`config.mk`:
```
export PLATFORM = sky130hd
export DESIGN_NAME = clint_top
export DESIGN_NICKNAME = d
export VERILOG_FILES = /design/src/clint_pkg.sv /design/src/axi_lite_slv_clint.sv /design/src/clint_swi.sv /design/src/clint_timer.sv /design/src/clint_top.sv
export VERILOG_INCLUDE_DIRS = /design/src /design/src/include
export SDC_FILE = /design/constraint.sdc
export NUM_CORES = 1
export LEC_CHECK = 0
export BUFFER_PORTS_ARGS = -buffer_cell sky130_fd_sc_hd__buf_4
export CORE_AREA = 2 2 299 183
export DETAILED_ROUTE_END_ITERATION = 10
export DIE_AREA = 0 0 301 185
export PLACE_DENSITY = 0.51
export SLEW_MARGIN = 20
export SYNTH_ARGS = -nofsm -noshare
export SYNTH_HDL_FRONTEND = slang
export SYNTH_SLANG_ARGS = --single-unit
```
`constraint.sdc`:
```
create_clock -name clk -period 5.2 [get_ports clk]
set_input_delay 0.26 -clock clk [delete_from_list [all_inputs] [get_ports clk]]
set_output_delay 0.26 -clock clk [all_outputs]
set_load 0.05 [all_outputs]
```
`src/include/clint_defines.svh`:
```
`ifndef CLINT_DEFINES_SVH
`define CLINT_DEFINES_SVH

// bus widths
`define CLINT_ADDR_W 16
`define CLINT_DATA_W 32
`define CLINT_STRB_W 4

// hart count
`define CLINT_NUM_HARTS 2

// clock cycles per mtime increment
`define CLINT_TICK_DIV 4

// address map

// one msip word per hart
`define CLINT_MSIP_BASE 16'h0000

// two words per hart, low word first
`define CLINT_MTIMECMP_BASE 16'h4000

// low word here, high word at +4
`define CLINT_MTIME_BASE 16'hBFF8

`endif

```
`src/clint_pkg.sv`:
```
`default_nettype none

`include "clint_defines.svh"

package clint_pkg;

    // bus vectors
    typedef logic [`CLINT_ADDR_W-1:0] addr_t;
    typedef logic [`CLINT_DATA_W-1:0] data_t;
    typedef logic [`CLINT_STRB_W-1:0] strb_t;
    typedef logic [1:0] resp_t;

    // machine timer value
    typedef logic [63:0] time_t;

    // one interrupt line per hart
    typedef logic [`CLINT_NUM_HARTS-1:0] hart_mask_t;

    // slave transaction states
    typedef enum logic [1:0] {
        BUS_IDLE,
        BUS_READ,
        BUS_AWAIT_W,
        BUS_WRESP
    } bus_state_e;

endpackage

`default_nettype wire

```
`src/axi_lite_slv_clint.sv`:
```
`timescale 1ns/1ns
`default_nettype none

`include "clint_defines.svh"

module axi_lite_slv_clint (
    input  wire logic                clk,
    input  wire logic                rst_n,

    // AR
    input  wire clint_pkg::addr_t    araddr,
    input  wire logic                arvalid,
    output logic                     arready,

    // R
    output clint_pkg::data_t         rdata,
    output clint_pkg::resp_t         rresp,
    output logic                     rvalid,
    input  wire logic                rready,

    // AW
    input  wire clint_pkg::addr_t    awaddr,
    input  wire logic                awvalid,
    output logic                     awready,

    // W
    input  wire clint_pkg::data_t    wdata,
    input  wire clint_pkg::strb_t    wstrb,
    input  wire logic                wvalid,
    output logic                     wready,

    // B
    output clint_pkg::resp_t         bresp,
    output logic                     bvalid,
    input  wire logic                bready,

    // register port to the timer and msip blocks
    output clint_pkg::addr_t         reg_addr,
    output clint_pkg::data_t         reg_wdata,
    output clint_pkg::strb_t         reg_wstrb,
    output logic                     timer_we,
    output logic                     swi_we,
    input  wire clint_pkg::data_t    timer_rdata,
    input  wire clint_pkg::data_t    swi_rdata
);

    localparam clint_pkg::addr_t MSIP_FIRST  = `CLINT_MSIP_BASE;
    localparam clint_pkg::addr_t TIMER_FIRST = `CLINT_MTIMECMP_BASE;
    localparam clint_pkg::addr_t TIMER_LAST  = `CLINT_MTIME_BASE + 16'd4;

    clint_pkg::bus_state_e state;
    clint_pkg::bus_state_e next_state;

    clint_pkg::addr_t      addr;
    logic                  sel_msip;
    logic                  sel_timer;
    logic                  we_q;

    // region decode on the latched address
    assign sel_msip  = (addr >= MSIP_FIRST) && (addr < TIMER_FIRST);
    assign sel_timer = (addr >= TIMER_FIRST) && (addr <= TIMER_LAST);

    // a pending read blocks the write address channel
    assign arready = (state == clint_pkg::BUS_IDLE);
    assign awready = (state == clint_pkg::BUS_IDLE) && !arvalid;
    assign wready  = (state == clint_pkg::BUS_AWAIT_W);

    // always OKAY
    assign rresp = '0;
    assign bresp = '0;

    assign reg_addr = addr;
    assign timer_we = we_q && sel_timer;
    assign swi_we   = we_q && sel_msip;

    always_comb begin
        next_state = state;
        case (state)
            clint_pkg::BUS_IDLE: begin
                if (arvalid) begin
                    next_state = clint_pkg::BUS_READ;
                end else if (awvalid) begin
                    next_state = clint_pkg::BUS_AWAIT_W;
                end
            end
            clint_pkg::BUS_READ: begin
                if (rvalid && rready) begin
                    next_state = clint_pkg::BUS_IDLE;
                end
            end
            clint_pkg::BUS_AWAIT_W: begin
                if (wvalid) begin
                    next_state = clint_pkg::BUS_WRESP;
                end
            end
            clint_pkg::BUS_WRESP: begin
                if (bvalid && bready) begin
                    next_state = clint_pkg::BUS_IDLE;
                end
            end
            default: begin
                next_state = clint_pkg::BUS_IDLE;
            end
        endcase
    end

    always_ff @(posedge clk) begin
        if (!rst_n) begin
            state <= clint_pkg::BUS_IDLE;
        end else begin
            state <= next_state;
        end
    end

    // transaction address, read wins over write
    always_ff @(posedge clk) begin
        if (state == clint_pkg::BUS_IDLE) begin
            if (arvalid) begin
                addr <= araddr;
            end else if (awvalid) begin
                addr <= awaddr;
            end
        end
    end

    // read data captured one cycle after AR
    always_ff @(posedge clk) begin
        if (state == clint_pkg::BUS_READ && !rvalid) begin
            if (sel_msip) begin
                rdata <= swi_rdata;
            end else if (sel_timer) begin
                rdata <= timer_rdata;
            end else begin
                rdata <= '0;
            end
        end
    end

    always_ff @(posedge clk) begin
        if (!rst_n) begin
            rvalid <= 1'b0;
        end else if (state == clint_pkg::BUS_READ && !rvalid) begin
            rvalid <= 1'b1;
        end else if (rvalid && rready) begin
            rvalid <= 1'b0;
        end
    end

    // write data held for the one-cycle pulse
    always_ff @(posedge clk) begin
        if (state == clint_pkg::BUS_AWAIT_W && wvalid) begin
            reg_wdata <= wdata;
            reg_wstrb <= wstrb;
        end
    end

    always_ff @(posedge clk) begin
        if (!rst_n) begin
            we_q <= 1'b0;
        end else begin
            we_q <= (state == clint_pkg::BUS_AWAIT_W) && wvalid;
        end
    end

    // response follows the register update
    always_ff @(posedge clk) begin
        if (!rst_n) begin
            bvalid <= 1'b0;
        end else if (state == clint_pkg::BUS_WRESP && !bvalid) begin
            bvalid <= 1'b1;
        end else if (bvalid && bready) begin
            bvalid <= 1'b0;
        end
    end

endmodule

`default_nettype wire

```
`src/clint_swi.sv`:
```
`timescale 1ns/1ns
`default_nettype none

`include "clint_defines.svh"

module clint_swi (
    input  wire logic                clk,
    input  wire logic                rst_n,
    input  wire clint_pkg::addr_t    reg_addr,
    input  wire clint_pkg::data_t    reg_wdata,
    input  wire clint_pkg::strb_t    reg_wstrb,
    input  wire logic                we,
    output clint_pkg::data_t         rdata,
    output clint_pkg::hart_mask_t    msip
);

    clint_pkg::hart_mask_t hit;

    // one word per hart
    always_comb begin
        for (int h = 0; h < `CLINT_NUM_HARTS; h++) begin
            hit[h] = (reg_addr == clint_pkg::addr_t'(`CLINT_MSIP_BASE + 4 * h));
        end
    end

    // only bit 0 of each word is implemented
    always_ff @(posedge clk) begin
        if (!rst_n) begin
            msip <= '0;
        end else if (we && reg_wstrb[0]) begin
            for (int h = 0; h < `CLINT_NUM_HARTS; h++) begin
                if (hit[h]) begin
                    msip[h] <= reg_wdata[0];
                end
            end
        end
    end

    // harts past the last one read as zero
    always_comb begin
        rdata = '0;
        for (int h = 0; h < `CLINT_NUM_HARTS; h++) begin
            if (hit[h]) begin
                rdata[0] = msip[h];
            end
        end
    end

endmodule

`default_nettype wire

```
`src/clint_timer.sv`:
```
`timescale 1ns/1ns
`default_nettype none

`include "clint_defines.svh"

module clint_timer (
    input  wire logic                clk,
    input  wire logic                rst_n,
    input  wire clint_pkg::addr_t    reg_addr,
    input  wire clint_pkg::data_t    reg_wdata,
    input  wire clint_pkg::strb_t    reg_wstrb,
    input  wire logic                we,
    output clint_pkg::data_t         rdata,
    output clint_pkg::hart_mask_t    mtip
);

    localparam int PRESC_W = (`CLINT_TICK_DIV > 1) ? $clog2(`CLINT_TICK_DIV) : 1;
    localparam logic [PRESC_W-1:0] PRESC_LAST = PRESC_W'(`CLINT_TICK_DIV - 1);

    logic [PRESC_W-1:0]    presc;
    logic                  tick;
    clint_pkg::time_t      mtime;
    clint_pkg::time_t      mtimecmp [`CLINT_NUM_HARTS];

    logic                  mtime_lo_hit;
    logic                  mtime_hi_hit;
    clint_pkg::hart_mask_t cmp_lo_hit;
    clint_pkg::hart_mask_t cmp_hi_hit;

    // replace only the strobed bytes of a word
    function automatic clint_pkg::data_t merge_bytes(
        input clint_pkg::data_t old_word,
        input clint_pkg::data_t new_word,
        input clint_pkg::strb_t strb
    );
        clint_pkg::data_t result;
        result = old_word;
        for (int b = 0; b < `CLINT_STRB_W; b++) begin
            if (strb[b]) begin
                result[b*8 +: 8] = new_word[b*8 +: 8];
            end
        end
        return result;
    endfunction

    // register decode
    assign mtime_lo_hit = (reg_addr == clint_pkg::addr_t'(`CLINT_MTIME_BASE));
    assign mtime_hi_hit = (reg_addr == clint_pkg::addr_t'(`CLINT_MTIME_BASE + 4));

    always_comb begin
        for (int h = 0; h < `CLINT_NUM_HARTS; h++) begin
            cmp_lo_hit[h] = (reg_addr == clint_pkg::addr_t'(`CLINT_MTIMECMP_BASE + 8 * h));
            cmp_hi_hit[h] = (reg_addr == clint_pkg::addr_t'(`CLINT_MTIMECMP_BASE + 8 * h + 4));
        end
    end

    assign tick = (presc == PRESC_LAST);

    // prescaler and mtime, a software write restarts the prescaler
    always_ff @(posedge clk) begin
        if (!rst_n) begin
            presc <= '0;
            mtime <= '0;
        end else if (we && (mtime_lo_hit || mtime_hi_hit)) begin
            presc <= '0;
            if (mtime_lo_hit) begin
                mtime[31:0] <= merge_bytes(mtime[31:0], reg_wdata, reg_wstrb);
            end
            if (mtime_hi_hit) begin
                mtime[63:32] <= merge_bytes(mtime[63:32], reg_wdata, reg_wstrb);
            end
        end else if (tick) begin
            presc <= '0;
            mtime <= mtime + 64'd1;
        end else begin
            presc <= presc + 1'b1;
        end
    end

    // per-hart compare registers
    always_ff @(posedge clk) begin
        if (!rst_n) begin
            for (int h = 0; h < `CLINT_NUM_HARTS; h++) begin
                mtimecmp[h] <= '0;
            end
        end else if (we) begin
            for (int h = 0; h < `CLINT_NUM_HARTS; h++) begin
                if (cmp_lo_hit[h]) begin
                    mtimecmp[h][31:0] <= merge_bytes(mtimecmp[h][31:0], reg_wdata, reg_wstrb);
                end
                if (cmp_hi_hit[h]) begin
                    mtimecmp[h][63:32] <= merge_bytes(mtimecmp[h][63:32], reg_wdata, reg_wstrb);
                end
            end
        end
    end

    // timer interrupt, one cycle behind the compare
    always_ff @(posedge clk) begin
        if (!rst_n) begin
            mtip <= '0;
        end else begin
            for (int h = 0; h < `CLINT_NUM_HARTS; h++) begin
                mtip[h] <= (mtime >= mtimecmp[h]);
            end
        end
    end

    // read mux, zero for offsets with no register
    always_comb begin
        rdata = '0;
        if (mtime_lo_hit) begin
            rdata = mtime[31:0];
        end else if (mtime_hi_hit) begin
            rdata = mtime[63:32];
        end
        for (int h = 0; h < `CLINT_NUM_HARTS; h++) begin
            if (cmp_lo_hit[h]) begin
                rdata = mtimecmp[h][31:0];
            end
            if (cmp_hi_hit[h]) begin
                rdata = mtimecmp[h][63:32];
            end
        end
    end

endmodule

`default_nettype wire

```
`src/clint_top.sv`:
```
`timescale 1ns/1ns
`default_nettype none

module clint_top (
    input  wire logic                clk,
    input  wire logic                rst_n,

    input  wire clint_pkg::addr_t    araddr,
    input  wire logic                arvalid,
    output logic                     arready,

    output clint_pkg::data_t         rdata,
    output clint_pkg::resp_t         rresp,
    output logic                     rvalid,
    input  wire logic                rready,

    input  wire clint_pkg::addr_t    awaddr,
    input  wire logic                awvalid,
    output logic                     awready,

    input  wire clint_pkg::data_t    wdata,
    input  wire clint_pkg::strb_t    wstrb,
    input  wire logic                wvalid,
    output logic                     wready,

    output clint_pkg::resp_t         bresp,
    output logic                     bvalid,
    input  wire logic                bready,

    // interrupt lines, one per hart
    output clint_pkg::hart_mask_t    mtip,
    output clint_pkg::hart_mask_t    msip
);

    clint_pkg::addr_t reg_addr;
    clint_pkg::data_t reg_wdata;
    clint_pkg::strb_t reg_wstrb;
    logic             timer_we;
    logic             swi_we;
    clint_pkg::data_t timer_rdata;
    clint_pkg::data_t swi_rdata;

    axi_lite_slv_clint u_slv (
        .clk         (clk),
        .rst_n       (rst_n),
        .araddr      (araddr),
        .arvalid     (arvalid),
        .arready     (arready),
        .rdata       (rdata),
        .rresp       (rresp),
        .rvalid      (rvalid),
        .rready      (rready),
        .awaddr      (awaddr),
        .awvalid     (awvalid),
        .awready     (awready),
        .wdata       (wdata),
        .wstrb       (wstrb),
        .wvalid      (wvalid),
        .wready      (wready),
        .bresp       (bresp),
        .bvalid      (bvalid),
        .bready      (bready),
        .reg_addr    (reg_addr),
        .reg_wdata   (reg_wdata),
        .reg_wstrb   (reg_wstrb),
        .timer_we    (timer_we),
        .swi_we      (swi_we),
        .timer_rdata (timer_rdata),
        .swi_rdata   (swi_rdata)
    );

    clint_timer u_timer (
        .clk       (clk),
        .rst_n     (rst_n),
        .reg_addr  (reg_addr),
        .reg_wdata (reg_wdata),
        .reg_wstrb (reg_wstrb),
        .we        (timer_we),
        .rdata     (timer_rdata),
        .mtip      (mtip)
    );

    clint_swi u_swi (
        .clk       (clk),
        .rst_n     (rst_n),
        .reg_addr  (reg_addr),
        .reg_wdata (reg_wdata),
        .reg_wstrb (reg_wstrb),
        .we        (swi_we),
        .rdata     (swi_rdata),
        .msip      (msip)
    );

endmodule

`default_nettype wire

```
Word-level counts from Yosys, hierarchy flattened --
Memory sizes are Yosys's and may differ from the RTL's. Cells that the tools add are included.
Word-level totals: register bits 159, memory bits (writable) 128, input bits 75, output and inout port bits 45, memories 1
Memories:
- u_timer.mtimecmp | depth 2, bits a word 64, rd ports 2, clocked after memory_dff 0, wr ports 2, RTL line clint_timer.sv:23 | clint_pkg::time_t mtimecmp [`CLINT_NUM_HARTS];
Operators by class: add/subtract/negate cells 2, $lt $le $gt $ge 6, eq/ne operators 21, muxes and demuxes 115, bitwise gates (word level) 6, reductions and logical operators 36
Operators by type and width (number):
- $mux 8 | 68
- $mux 32 | 12
- $ge 64x64->1 | 2
- $mux 64 | 2
- $add 64x1->64 const B | 1
- $eq 16x15->1 const B | 4
- $eq 16x16->1 const B | 2
- $mux 16 | 2
- $mux 1 | 25
- $reduce_and 3->1 | 8
- $eq 16x3->1 const B | 1
- $ge 16x1->1 const B | 1
- $ge 16x15->1 const B | 1
- $le 16x16->1 const B | 1
- $logic_not 16->1 | 1
- $lt 16x15->1 const B | 1
- $logic_and 1x1->1 | 12
- $mux 2 | 5
- $ne 2x2->1 const B | 5
- $ne 2x1->1 const B | 4
- $pmux 2 s4 | 1
- $reduce_bool 2->1 | 4
- $eq 2x2->1 const B | 3
- $reduce_and 2->1 | 3
- 11 further kinds | 17

Longest topological paths before layout --
Gate-level depths: netlist (run 1).
depth after elaboration 9, depth in mapped cells 10, depth with buffers taken out 8

Modules after synthesis --
Synthesis (run 1) repeated with hierarchy kept, for this count alone.
Unflattened totals: cells, all modules 1778, area, all modules 17279.1 sq um
Modules (own cells, without submodules):
- clint_timer | times used 1, cells an instance 1546, area an instance 13479.2 sq um
- axi_lite_slv_clint | times used 1, cells an instance 183, area an instance 3393.3 sq um
- clint_swi | times used 1, cells an instance 49, area an instance 406.6 sq um

Least setup slack after synthesis (run 1) --
Ideal clock, no wire load.
path type register to register, from register u_slv.rvalid, to register u_slv.rdata[0] (enable), setup time 0.470 ns, arrival 3.008 ns, required time 4.730 ns, path slack 1.722 ns, stages on the path, launching flop included 2, period minus slack after synthesis 3.478 ns, path through dfxtp_1 -> nor3b_1
Between the ends: longest elaborated chain between the ends 2
RTL lines:
- start, declared | RTL line axi_lite_slv_clint.sv:18 | output logic rvalid,
- start signal, assigned | RTL line axi_lite_slv_clint.sv:141 | rvalid <= 1'b0;
- start signal, assigned | RTL line axi_lite_slv_clint.sv:143 | rvalid <= 1'b1;
- start signal, assigned | RTL line axi_lite_slv_clint.sv:145 | rvalid <= 1'b0;
- $logic_not 1->1 | RTL line axi_lite_slv_clint.sv:128 | if (state == clint_pkg::BUS_READ && !rvalid) begin
- $logic_and 1x1->1 | RTL line axi_lite_slv_clint.sv:128
- end signal, assigned | RTL line axi_lite_slv_clint.sv:130 | rdata <= swi_rdata;
- end signal, assigned | RTL line axi_lite_slv_clint.sv:132 | rdata <= timer_rdata;
- end, declared | RTL line axi_lite_slv_clint.sv:16 | output clint_pkg::data_t rdata,
Every way passes these cells. A chain may end at the register's enable or synchronous reset.

Worst setup path after layout (run 1) --
from register u_slv.addr[3] (netlist: u_slv.reg_addr[3]), to register u_timer.mtime[39]
Between the ends: longest elaborated chain between the ends 6
RTL lines:
- start, declared | RTL line axi_lite_slv_clint.sv:54 | clint_pkg::addr_t addr;
- start signal, assigned | RTL line axi_lite_slv_clint.sv:119 | addr <= araddr;
- start signal, assigned | RTL line axi_lite_slv_clint.sv:121 | addr <= awaddr;
- $ge 16x15->1 / $le 16x16->1 (equally long branches) | RTL line axi_lite_slv_clint.sv:61 | assign sel_timer = (addr >= TIMER_FIRST) && (addr <= TIMER_LAST);
- $logic_and 1x1->1 | RTL line axi_lite_slv_clint.sv:61
- $logic_and 1x1->1 | RTL line axi_lite_slv_clint.sv:73 | assign timer_we = we_q && sel_timer;
- $logic_and 1x1->1 | RTL line clint_timer.sv:64 | end else if (we && (mtime_lo_hit || mtime_hi_hit)) begin
- $ne 2x1->1 (no source line), or another cell as far along
- $reduce_and 3->1 (no source line)
- end signal, assigned | RTL line clint_timer.sv:70 | mtime[63:32] <= merge_bytes(mtime[63:32], reg_wdata, reg_wstrb);
- end signal, assigned | RTL line clint_timer.sv:74 | mtime <= mtime + 64'd1;
- end, declared | RTL line clint_timer.sv:22 | clint_pkg::time_t mtime;
Parallel ways exist; a longest one is shown, timed or not.

==> impl_metrics.yaml, run 1 <==
layout:
  layout-drive-gt1-share_pct: 13.32
  antennaDiodeCount: 0
  fillCellCount: 5321
  syn_to_final_growth_pct: 19.32
  nNetsFinal: 2118
logic_synthesis:
  synth_cell_types: 83
  synth_seq_cells: 287
  synth_edf_count: 212
  syn_area_per_cell_sq_um: 9.794
  ys_warn_count: 0
  synthFlopType: "edfxtp_1"
  syn_area_sq_mm: 0.01725
  syn_inst: 1761
  ys_async_sr_fraction_pct: 0
  seq_area_frac_synth_pct: 45.62
place:
  dp_hpwl_microns: 49460
  place.gp.congestion: 0.9573
  place_worst_setup_slack_ns: 1.622
  io_buffers: 115
cts:
  post_cts_buffers: 0
  insertion_delay_ns: 0.60
  clock_path_buffers: 3
  root_buffer: "clkbuf_16"
  htreeDepth: 1
  clock-sinks: 287
  cts_tree: "built"
  numCtsBuffers: 31
  clk_pin_slew_ns: 0.07
die:
  start_util_pct: 32.38
  core_area_sq_mm: 0.05326
  dieWidth_microns: 301
  die_h_microns: 185
  num_rows: 66
  dieArea_sq_mm: 0.05569
  io-pin-count: 120
power:
  p_seq_share_pct: 46.9
  peakVddDrop_v: 0.0002542
  switching_power_mw: 1.491
  combPwrFrac_pct: 11.4
  clockPowerShare_pct: 41.7
  powerDensity_mw_per_mm2: 273.4
  p_leak_nw: 7.970
  swShare_pct: 26.50
  p_int_mw: 4.135
timing:
  fin_worst_skew_ns: 0.01730
  rsz0062_at_grt: "false"
  worst_slew_pin_slew_ns: 1.080
  setup_viol: 0
  fin_crit_sh_pct: 71.23
  hold_ws_ns: 0.05021
  fin_crit_ns: 3.704
  fmax_mhz: 270.0
  hold_violations: 0
  slew_headroom_pct: 27.47
  finalMaxSlewViolations: 0
  fin_setup_tns_ns: 0
  setup_slack_ns: 1.496
flow_run:
  cap_violations: 0
worst_setup_path:
  crit_path_start_kind: "flop"
  critPathKind: "flop to flop"
  crit_required_ns: 5.70
  critPathCaptureType: "flop"
  cp_max_fo: 17
  crit_arrival_ns: 4.21
detailed_routing:
  wl_microns: 67580
  drt-pass1-iter-count: 6
  via_per_inst: 5.739
  ant_nets: 0
  avgRoutedWirePerCell_microns: 25.49
  num_vias: 15210
  drt_first_iter_violations: 1968
  drcViolationCount: 0
global_route:
  grt_pass1_wl_microns: 97940
  grt_usage_pct: 23.97
  antenna_found_initial: 4
  overflow: 0
  grt_pass1_vias: 14210
  grt_max_degree: 120
outcome:
  outcome: "completed"
hold_path:
  hold_class: "input pin to flop"
## stage by stage
| stage | cell area, sq um | instances | util [%] | power, mW |
|---|---|---|---|---|
| 2_1_floorplan | 17260 | 1764 | - | 3.018 |
| 3_3_place_gp | 18810 | 2523 | 35.31 | 3.263 |
| 3_5_place_dp | 18810 | 2523 | 35.32 | 3.272 |
| 4_1_cts | 20580 | 2651 | 38.64 | 5.658 |
| 5_1_grt | 20580 | 2651 | 38.64 | 5.810 |
| 6_report | 20580 | 2651 | 38.64 | 5.625 |
## timing repair
action                    in CTS  in global routing
gates resized for setup        0                  0
hold endpoints to repair      55                  0
hold buffers                  71                  0
## per-layer routing
| metal | track usage [%] | up-vias | part of all wire [%] |
|---|---|---|---|
| met5 | 0 | - | 0 |
| met4 | 4.318 | 0 | 1.8 |
| met3 | 6.838 | 86 | 11 |
| met2 | 30.14 | 793 | 36 |
| met1 | 39.03 | 7461 | 51 |
| li1 | - | 6873 | - |
## cell usage in the layout (no fill, tap or decap), drive strengths merged, types with 71 or more instances in the layout
cell type | synthesis | final
nor2 | 107 | 107
o21ai | 87 | 87
edfxtp | 212 | 212
a21oi | 155 | 155
inv | 143 | 144
dlygate4sd3 | 0 | 71
buf | 46 | 150
and2 | 88 | 88
dfxtp | 75 | 75
ha | 130 | 130
nand2 | 125 | 125
## synth_stat cells (all sizes together), types with 12 or more instances
library cell	n	area, sq um
a211oi	20	150.1
a21o	21	158.9
a21oi	155	813.3
a31oi	41	277.8
and2	88	550.5
and3	23	143.9
and4	18	157.7
buf	46	300.3
clkbuf	59	224.0
dfxtp	75	1501
edfxtp	212	6366
ha	130	1627
inv	143	536.8
mux2	18	202.7
mux2i	34	340.3
nand2	125	469.2
nand3	55	285.3
nand4	57	369.1
nor2	107	401.6
nor3	32	160.2
nor4	21	188.9
o21a	19	142.6
o21ai	87	435.4
o22ai	24	150.1
o31ai	12	90.09
## power groups by stage
stage / registers [mW] / logic [mW] / clock network [mW]
after global routing: 2.64 / 0.691 / 2.48
after global placement: 2.68 / 0.583 / 0
after CTS: 2.63 / 0.637 / 2.39
after floorplan: 2.71 / 0.305 / 0
after detailed placement: 2.68 / 0.589 / 0
final: 2.64 / 0.642 / 2.35
## worst max-delay path, stage by stage (launching register included)
cell	delay [ns]
edfxtp_1	0.89
nand4_1	0.36
nor4_4	0.81
a21boi_4	0.34
a31oi_1	0.79
o21ai_0	0.21
and3_1	0.20
## final timing paths
path / from / end / slack [ns] / depth (start not counted)
hold / removal: awvalid / u_slv.state[1] / 0.05 / 3
setup / recovery: u_slv.reg_addr[3] / u_timer.mtime[39] / 1.50 / 6
setup reg to reg: u_slv.reg_addr[3] / u_timer.mtime[39] / 1.50 / 6
hold reg to reg: u_timer.presc[0] / u_timer.presc[0] / 0.43 / 1
## registers in the layout, summed over array words and instances (netlist names), 2 cells and up
| signal | flops |
|---|---|
| u_slv.state | 2 |
| u_timer.mtime | 64 |
| u_slv.reg_addr | 16 |
| u_timer.presc | 2 |
| u_slv.reg_wdata | 32 |
| u_slv.reg_wstrb | 4 |
| u_slv.rdata | 32 |
| u_swi.msip | 2 |
| u_timer.mtip | 2 |
| u_timer.mtimecmp | 128 |
## logic make-up (layout without fill, tap and decap cells)
group                      count (synthesis)  after routing  synth area share, %
buffers and inverters                    248            421                6.152
xor gates and xnor gates                   1              1              0.05079
other                                      1              4              0.02174
adders and majority gates                130            130                9.431
and+or+nand+nor                          559            559                17.26
muxes                                     52             52                3.149
AOI/OAI and AO/OA                        483            483                18.32
DFF                                      287            287                45.62
## area by class of cell
cell class / instances / area (sq um) / share of cell area [%]
inverters: 143 / 536.8 / 2.608
well taps: 714 / 893.4 / 4.341
clock inverters: 18 / 207.7 / 1.009
flip-flops and latches: 287 / 7868 / 38.23
clock buffers: 39 / 845.8 / 4.110
repair buffers: 221 / 1849 / 8.986
multi-input cells: 1229 / 8378 / 40.71
No activity file was read; power rests on OpenSTA's default activity.
==> run 2: changes to the inputs <==
--- a/config.mk
+++ b/config.mk
@@ -6,10 +6,11 @@
 export SDC_FILE = /design/constraint.sdc
 export NUM_CORES = 1
 export LEC_CHECK = 0
+export ABC_AREA = 1
 export BUFFER_PORTS_ARGS = -buffer_cell sky130_fd_sc_hd__buf_4
-export CORE_AREA = 2 2 299 183
+export CORE_AREA = 2 2 304 186
 export DETAILED_ROUTE_END_ITERATION = 10
-export DIE_AREA = 0 0 301 185
+export DIE_AREA = 0 0 306 188
 export PLACE_DENSITY = 0.51
 export SLEW_MARGIN = 20
 export SYNTH_ARGS = -nofsm -noshare
==> constraint.sdc (replaced) <==
create_clock -name clk -period 3.6 [get_ports clk]
set_input_delay 0.18 -clock clk [delete_from_list [all_inputs] [get_ports clk]]
set_output_delay 0.18 -clock clk [all_outputs]
set_load 0.05 [all_outputs]
==> run 2 against run 1 <==
Wire length decreased by 1.4%. Setup slack got worse by 0.91 ns. Non-clock buffer count increased by 9.
==> impl_metrics.yaml, run 2 <==
logic_synthesis:
  yosys.area_share.simple_pct: 25.85
  synthAdderAreaFrac_pct: 9.068
  synth_top_family_by_area: "simple AND/OR/NAND/NOR gates"
  muxShareOfSynthArea_pct: 0
  synth_compound_area_share_pct: 10.44
  synthTopCellsByArea: "edfxtp_1 (35%), nand2_1 (13%), ha_1 (9.1%)"
  ys_warn_count: 0
  synth_edf_count: 212
  synth_xor_xnor_area_share_pct: 1.904
  synth_seq_cells: 287
  yosysMostFrequentCell: "nand2_1"
  synthTopCellsByCount: "nand2_1 (608), nor2_1 (341), inv_1 (309), edfxtp_1 (212), o21ai_0 (192)"
  synth_top_area_share_pct: 35.49
  synth_cell_types: 44
  syn_inst: 2325
  synth_largest_area_cell: "edfxtp_1"
  synthFlopType: "edfxtp_1"
  seq_area_frac_synth_pct: 43.86
  syn_area_sq_mm: 0.01794
  syn_area_per_cell_sq_um: 7.715
  ys_async_sr_fraction_pct: 0
timing:
  fin_crit_sh_pct: 83.81
  worst_slew_pin_slew_ns: 0.9746
  fin_worst_skew_ns: 0.01970
  fmax_mhz: 331.4
  finalMaxSlewViolations: 0
  fin_setup_tns_ns: 0
  setup_slack_ns: 0.5829
  hold_violations: 0
  rsz0062_at_grt: "false"
  setup_viol: 0
  slew_headroom_pct: 34.93
  fin_crit_ns: 3.017
cts:
  clock_path_buffers: 3
  clock-sinks: 287
  post_cts_resized: 0
  htreeDepth: 1
  numCtsBuffers: 30
  root_buffer: "clkbuf_16"
  clk_pin_slew_ns: 0.06
  insertion_delay_ns: 0.60
  cts_tree: "built"
power:
  combPwrFrac_pct: 22.1
  clockPowerShare_pct: 34.0
  powerDensity_mw_per_mm2: 448.2
  peakVddDrop_v: 0.0004060
  p_leak_nw: 9.665
  p_seq_share_pct: 43.9
  p_int_mw: 6.447
  swShare_pct: 32.77
  switching_power_mw: 3.142
global_route:
  grt_pass1_wl_microns: 98720
  grt_usage_pct: 22.94
  overflow: 0
  grt_max_degree: 66
  antenna_found_initial: 0
  grt_pass1_vias: 15560
hold_path:
  hold_class: "input pin to flop"
  hold_depth: 3
detailed_routing:
  via_per_inst: 5.056
  drt-pass1-iter-count: 5
  avgRoutedWirePerCell_microns: 20.42
  drt_first_iter_violations: 1730
  wl_microns: 66660
  num_vias: 16500
  ant_nets: 0
  drcViolationCount: 0
die:
  start_util_pct: 32.67
  die_h_microns: 188
  dieArea_sq_mm: 0.05753
  io-pin-count: 120
  core_area_sq_mm: 0.05491
  dieWidth_microns: 306
  num_rows: 67
layout:
  fillCellCount: 5617
  final_cell_mix: "nand2_1 (608), nor2_1 (340), inv_1 (309)"
  final_core_util_pct: 38.96
  layout-drive-gt1-share_pct: 9.331
  largest_register_ffs: 128
  layout_commonest_cell: "nand2_1"
  antennaDiodeCount: 0
  top_regs: "u_timer.mtimecmp (128), u_timer.mtime (64)"
  syn_to_final_growth_pct: 19.27
  regMostFlops: "u_timer.mtimecmp"
  nNetsFinal: 2721
  multi_input_area_sq_mm: 0.008514
  register_area_sq_mm: 0.007868
place:
  io_buffers: 115
  place.gp.congestion: 0.9877
  place_worst_setup_slack_ns: 0.7381
  dp_hpwl_microns: 51780
worst_setup_path:
  critPathKind: "flop to flop"
  crit_required_ns: 3.89
  critPathCaptureType: "flop"
  crit_arrival_ns: 3.30
  cp_max_fo: 8
  r2r.worst_path.cells: 10
  crit_path_start_kind: "flop"
outcome:
  outcome: "completed"
flow_run:
  cap_violations: 0
run 2: cell count changes after synthesis, moves of 34 or more:
cell / change
nor2_1: +234
o21ai_0: +108
a21oi_1: -41
and2_1: -84
a31oi_1: -38
mux2i_1: -34
xor2_1: +38
inv_1: +166
nand2_1: +483
run 2: layout make-up:
cell class                 count  share of cell area, %
multi-input combinational   1653                  39.80
sequential                   287                  36.77
timing repair buffer         230                  9.041
inverter                     314                  5.509
tap                          724                  4.234
clock buffer                  40                  3.784
clock inverter                16                 0.8597
run 2: path summary, 6_finish.rpt:
kind	start	to	slack (ns)
setup / recovery	u_slv.reg_addr[1]	u_timer.mtimecmp[1][46]	0.58
hold / removal	arvalid	u_slv.state[0]	0.07
setup reg to reg	u_slv.reg_addr[1]	u_timer.mtimecmp[1][46]	0.58
hold reg to reg	u_timer.presc[0]	u_timer.presc[0]	0.43
run 2: stage by stage:
stage	hold slack, ns	power, mW	instance area (sq um)	instances
2_1_floorplan	0.2789	5.529	17950	2328
4_1_cts	0.03429	9.666	21390	3264
5_1_grt	0.08295	10.03	21390	3264
3_3_place_gp	0.3582	6.299	19670	3135
6_report	0.07128	9.589	21390	3264
3_5_place_dp	0.3594	6.325	19670	3135
run 2: critical path, stage by stage, from the launching register on:
cell      delay [ns]
edfxtp_1        0.37
nor2_2          0.17
nand2_1         0.13
inv_1           0.15
nand4_4         0.16
nand2_2         0.17
nand3_4         0.12
nor2_2          0.16
nand2_1         0.18
o21ai_0         0.76
buf_4           0.35
run 2: timing repair:
| item | 4_1_cts | 5_1_grt |
|---|---|---|
| setup buffers | 0 | 0 |
| hold buffers | 73 | 0 |
| hold endpoints to repair | 58 | 0 |
run 2: routing by layer:
metal | part of all wire (%) | vias to the layer above | track usage [%]
met3 | 9.3 | 72 | 5.052
met4 | 1.5 | 0 | 3.467
met2 | 36 | 649 | 29.62
met1 | 53 | 7829 | 38.04
met5 | 0 | - | 0
li1 | - | 7954 | -
run 2: logic make-up (layout without fill, tap and decap cells):
logic type	Yosys count	in the layout
other cells	1	4
fa+ha+maj	130	130
xor+xnor	39	39
simple gates	1129	1129
flops	287	287
compound gates	351	351
buf+inv	388	600
run 2: power groups by stage:
| stage | Sequential [mW] | Clock (mW) | Combinational (mW) |
|---|---|---|---|
| 2_1_floorplan | 4.54 | 0 | 0.984 |
| 3_3_place_gp | 4.27 | 0 | 2.03 |
| 3_5_place_dp | 4.28 | 0 | 2.05 |
| 4_1_cts | 4.21 | 3.33 | 2.13 |
| 5_1_grt | 4.25 | 3.45 | 2.33 |
| 6_report | 4.21 | 3.26 | 2.12 |
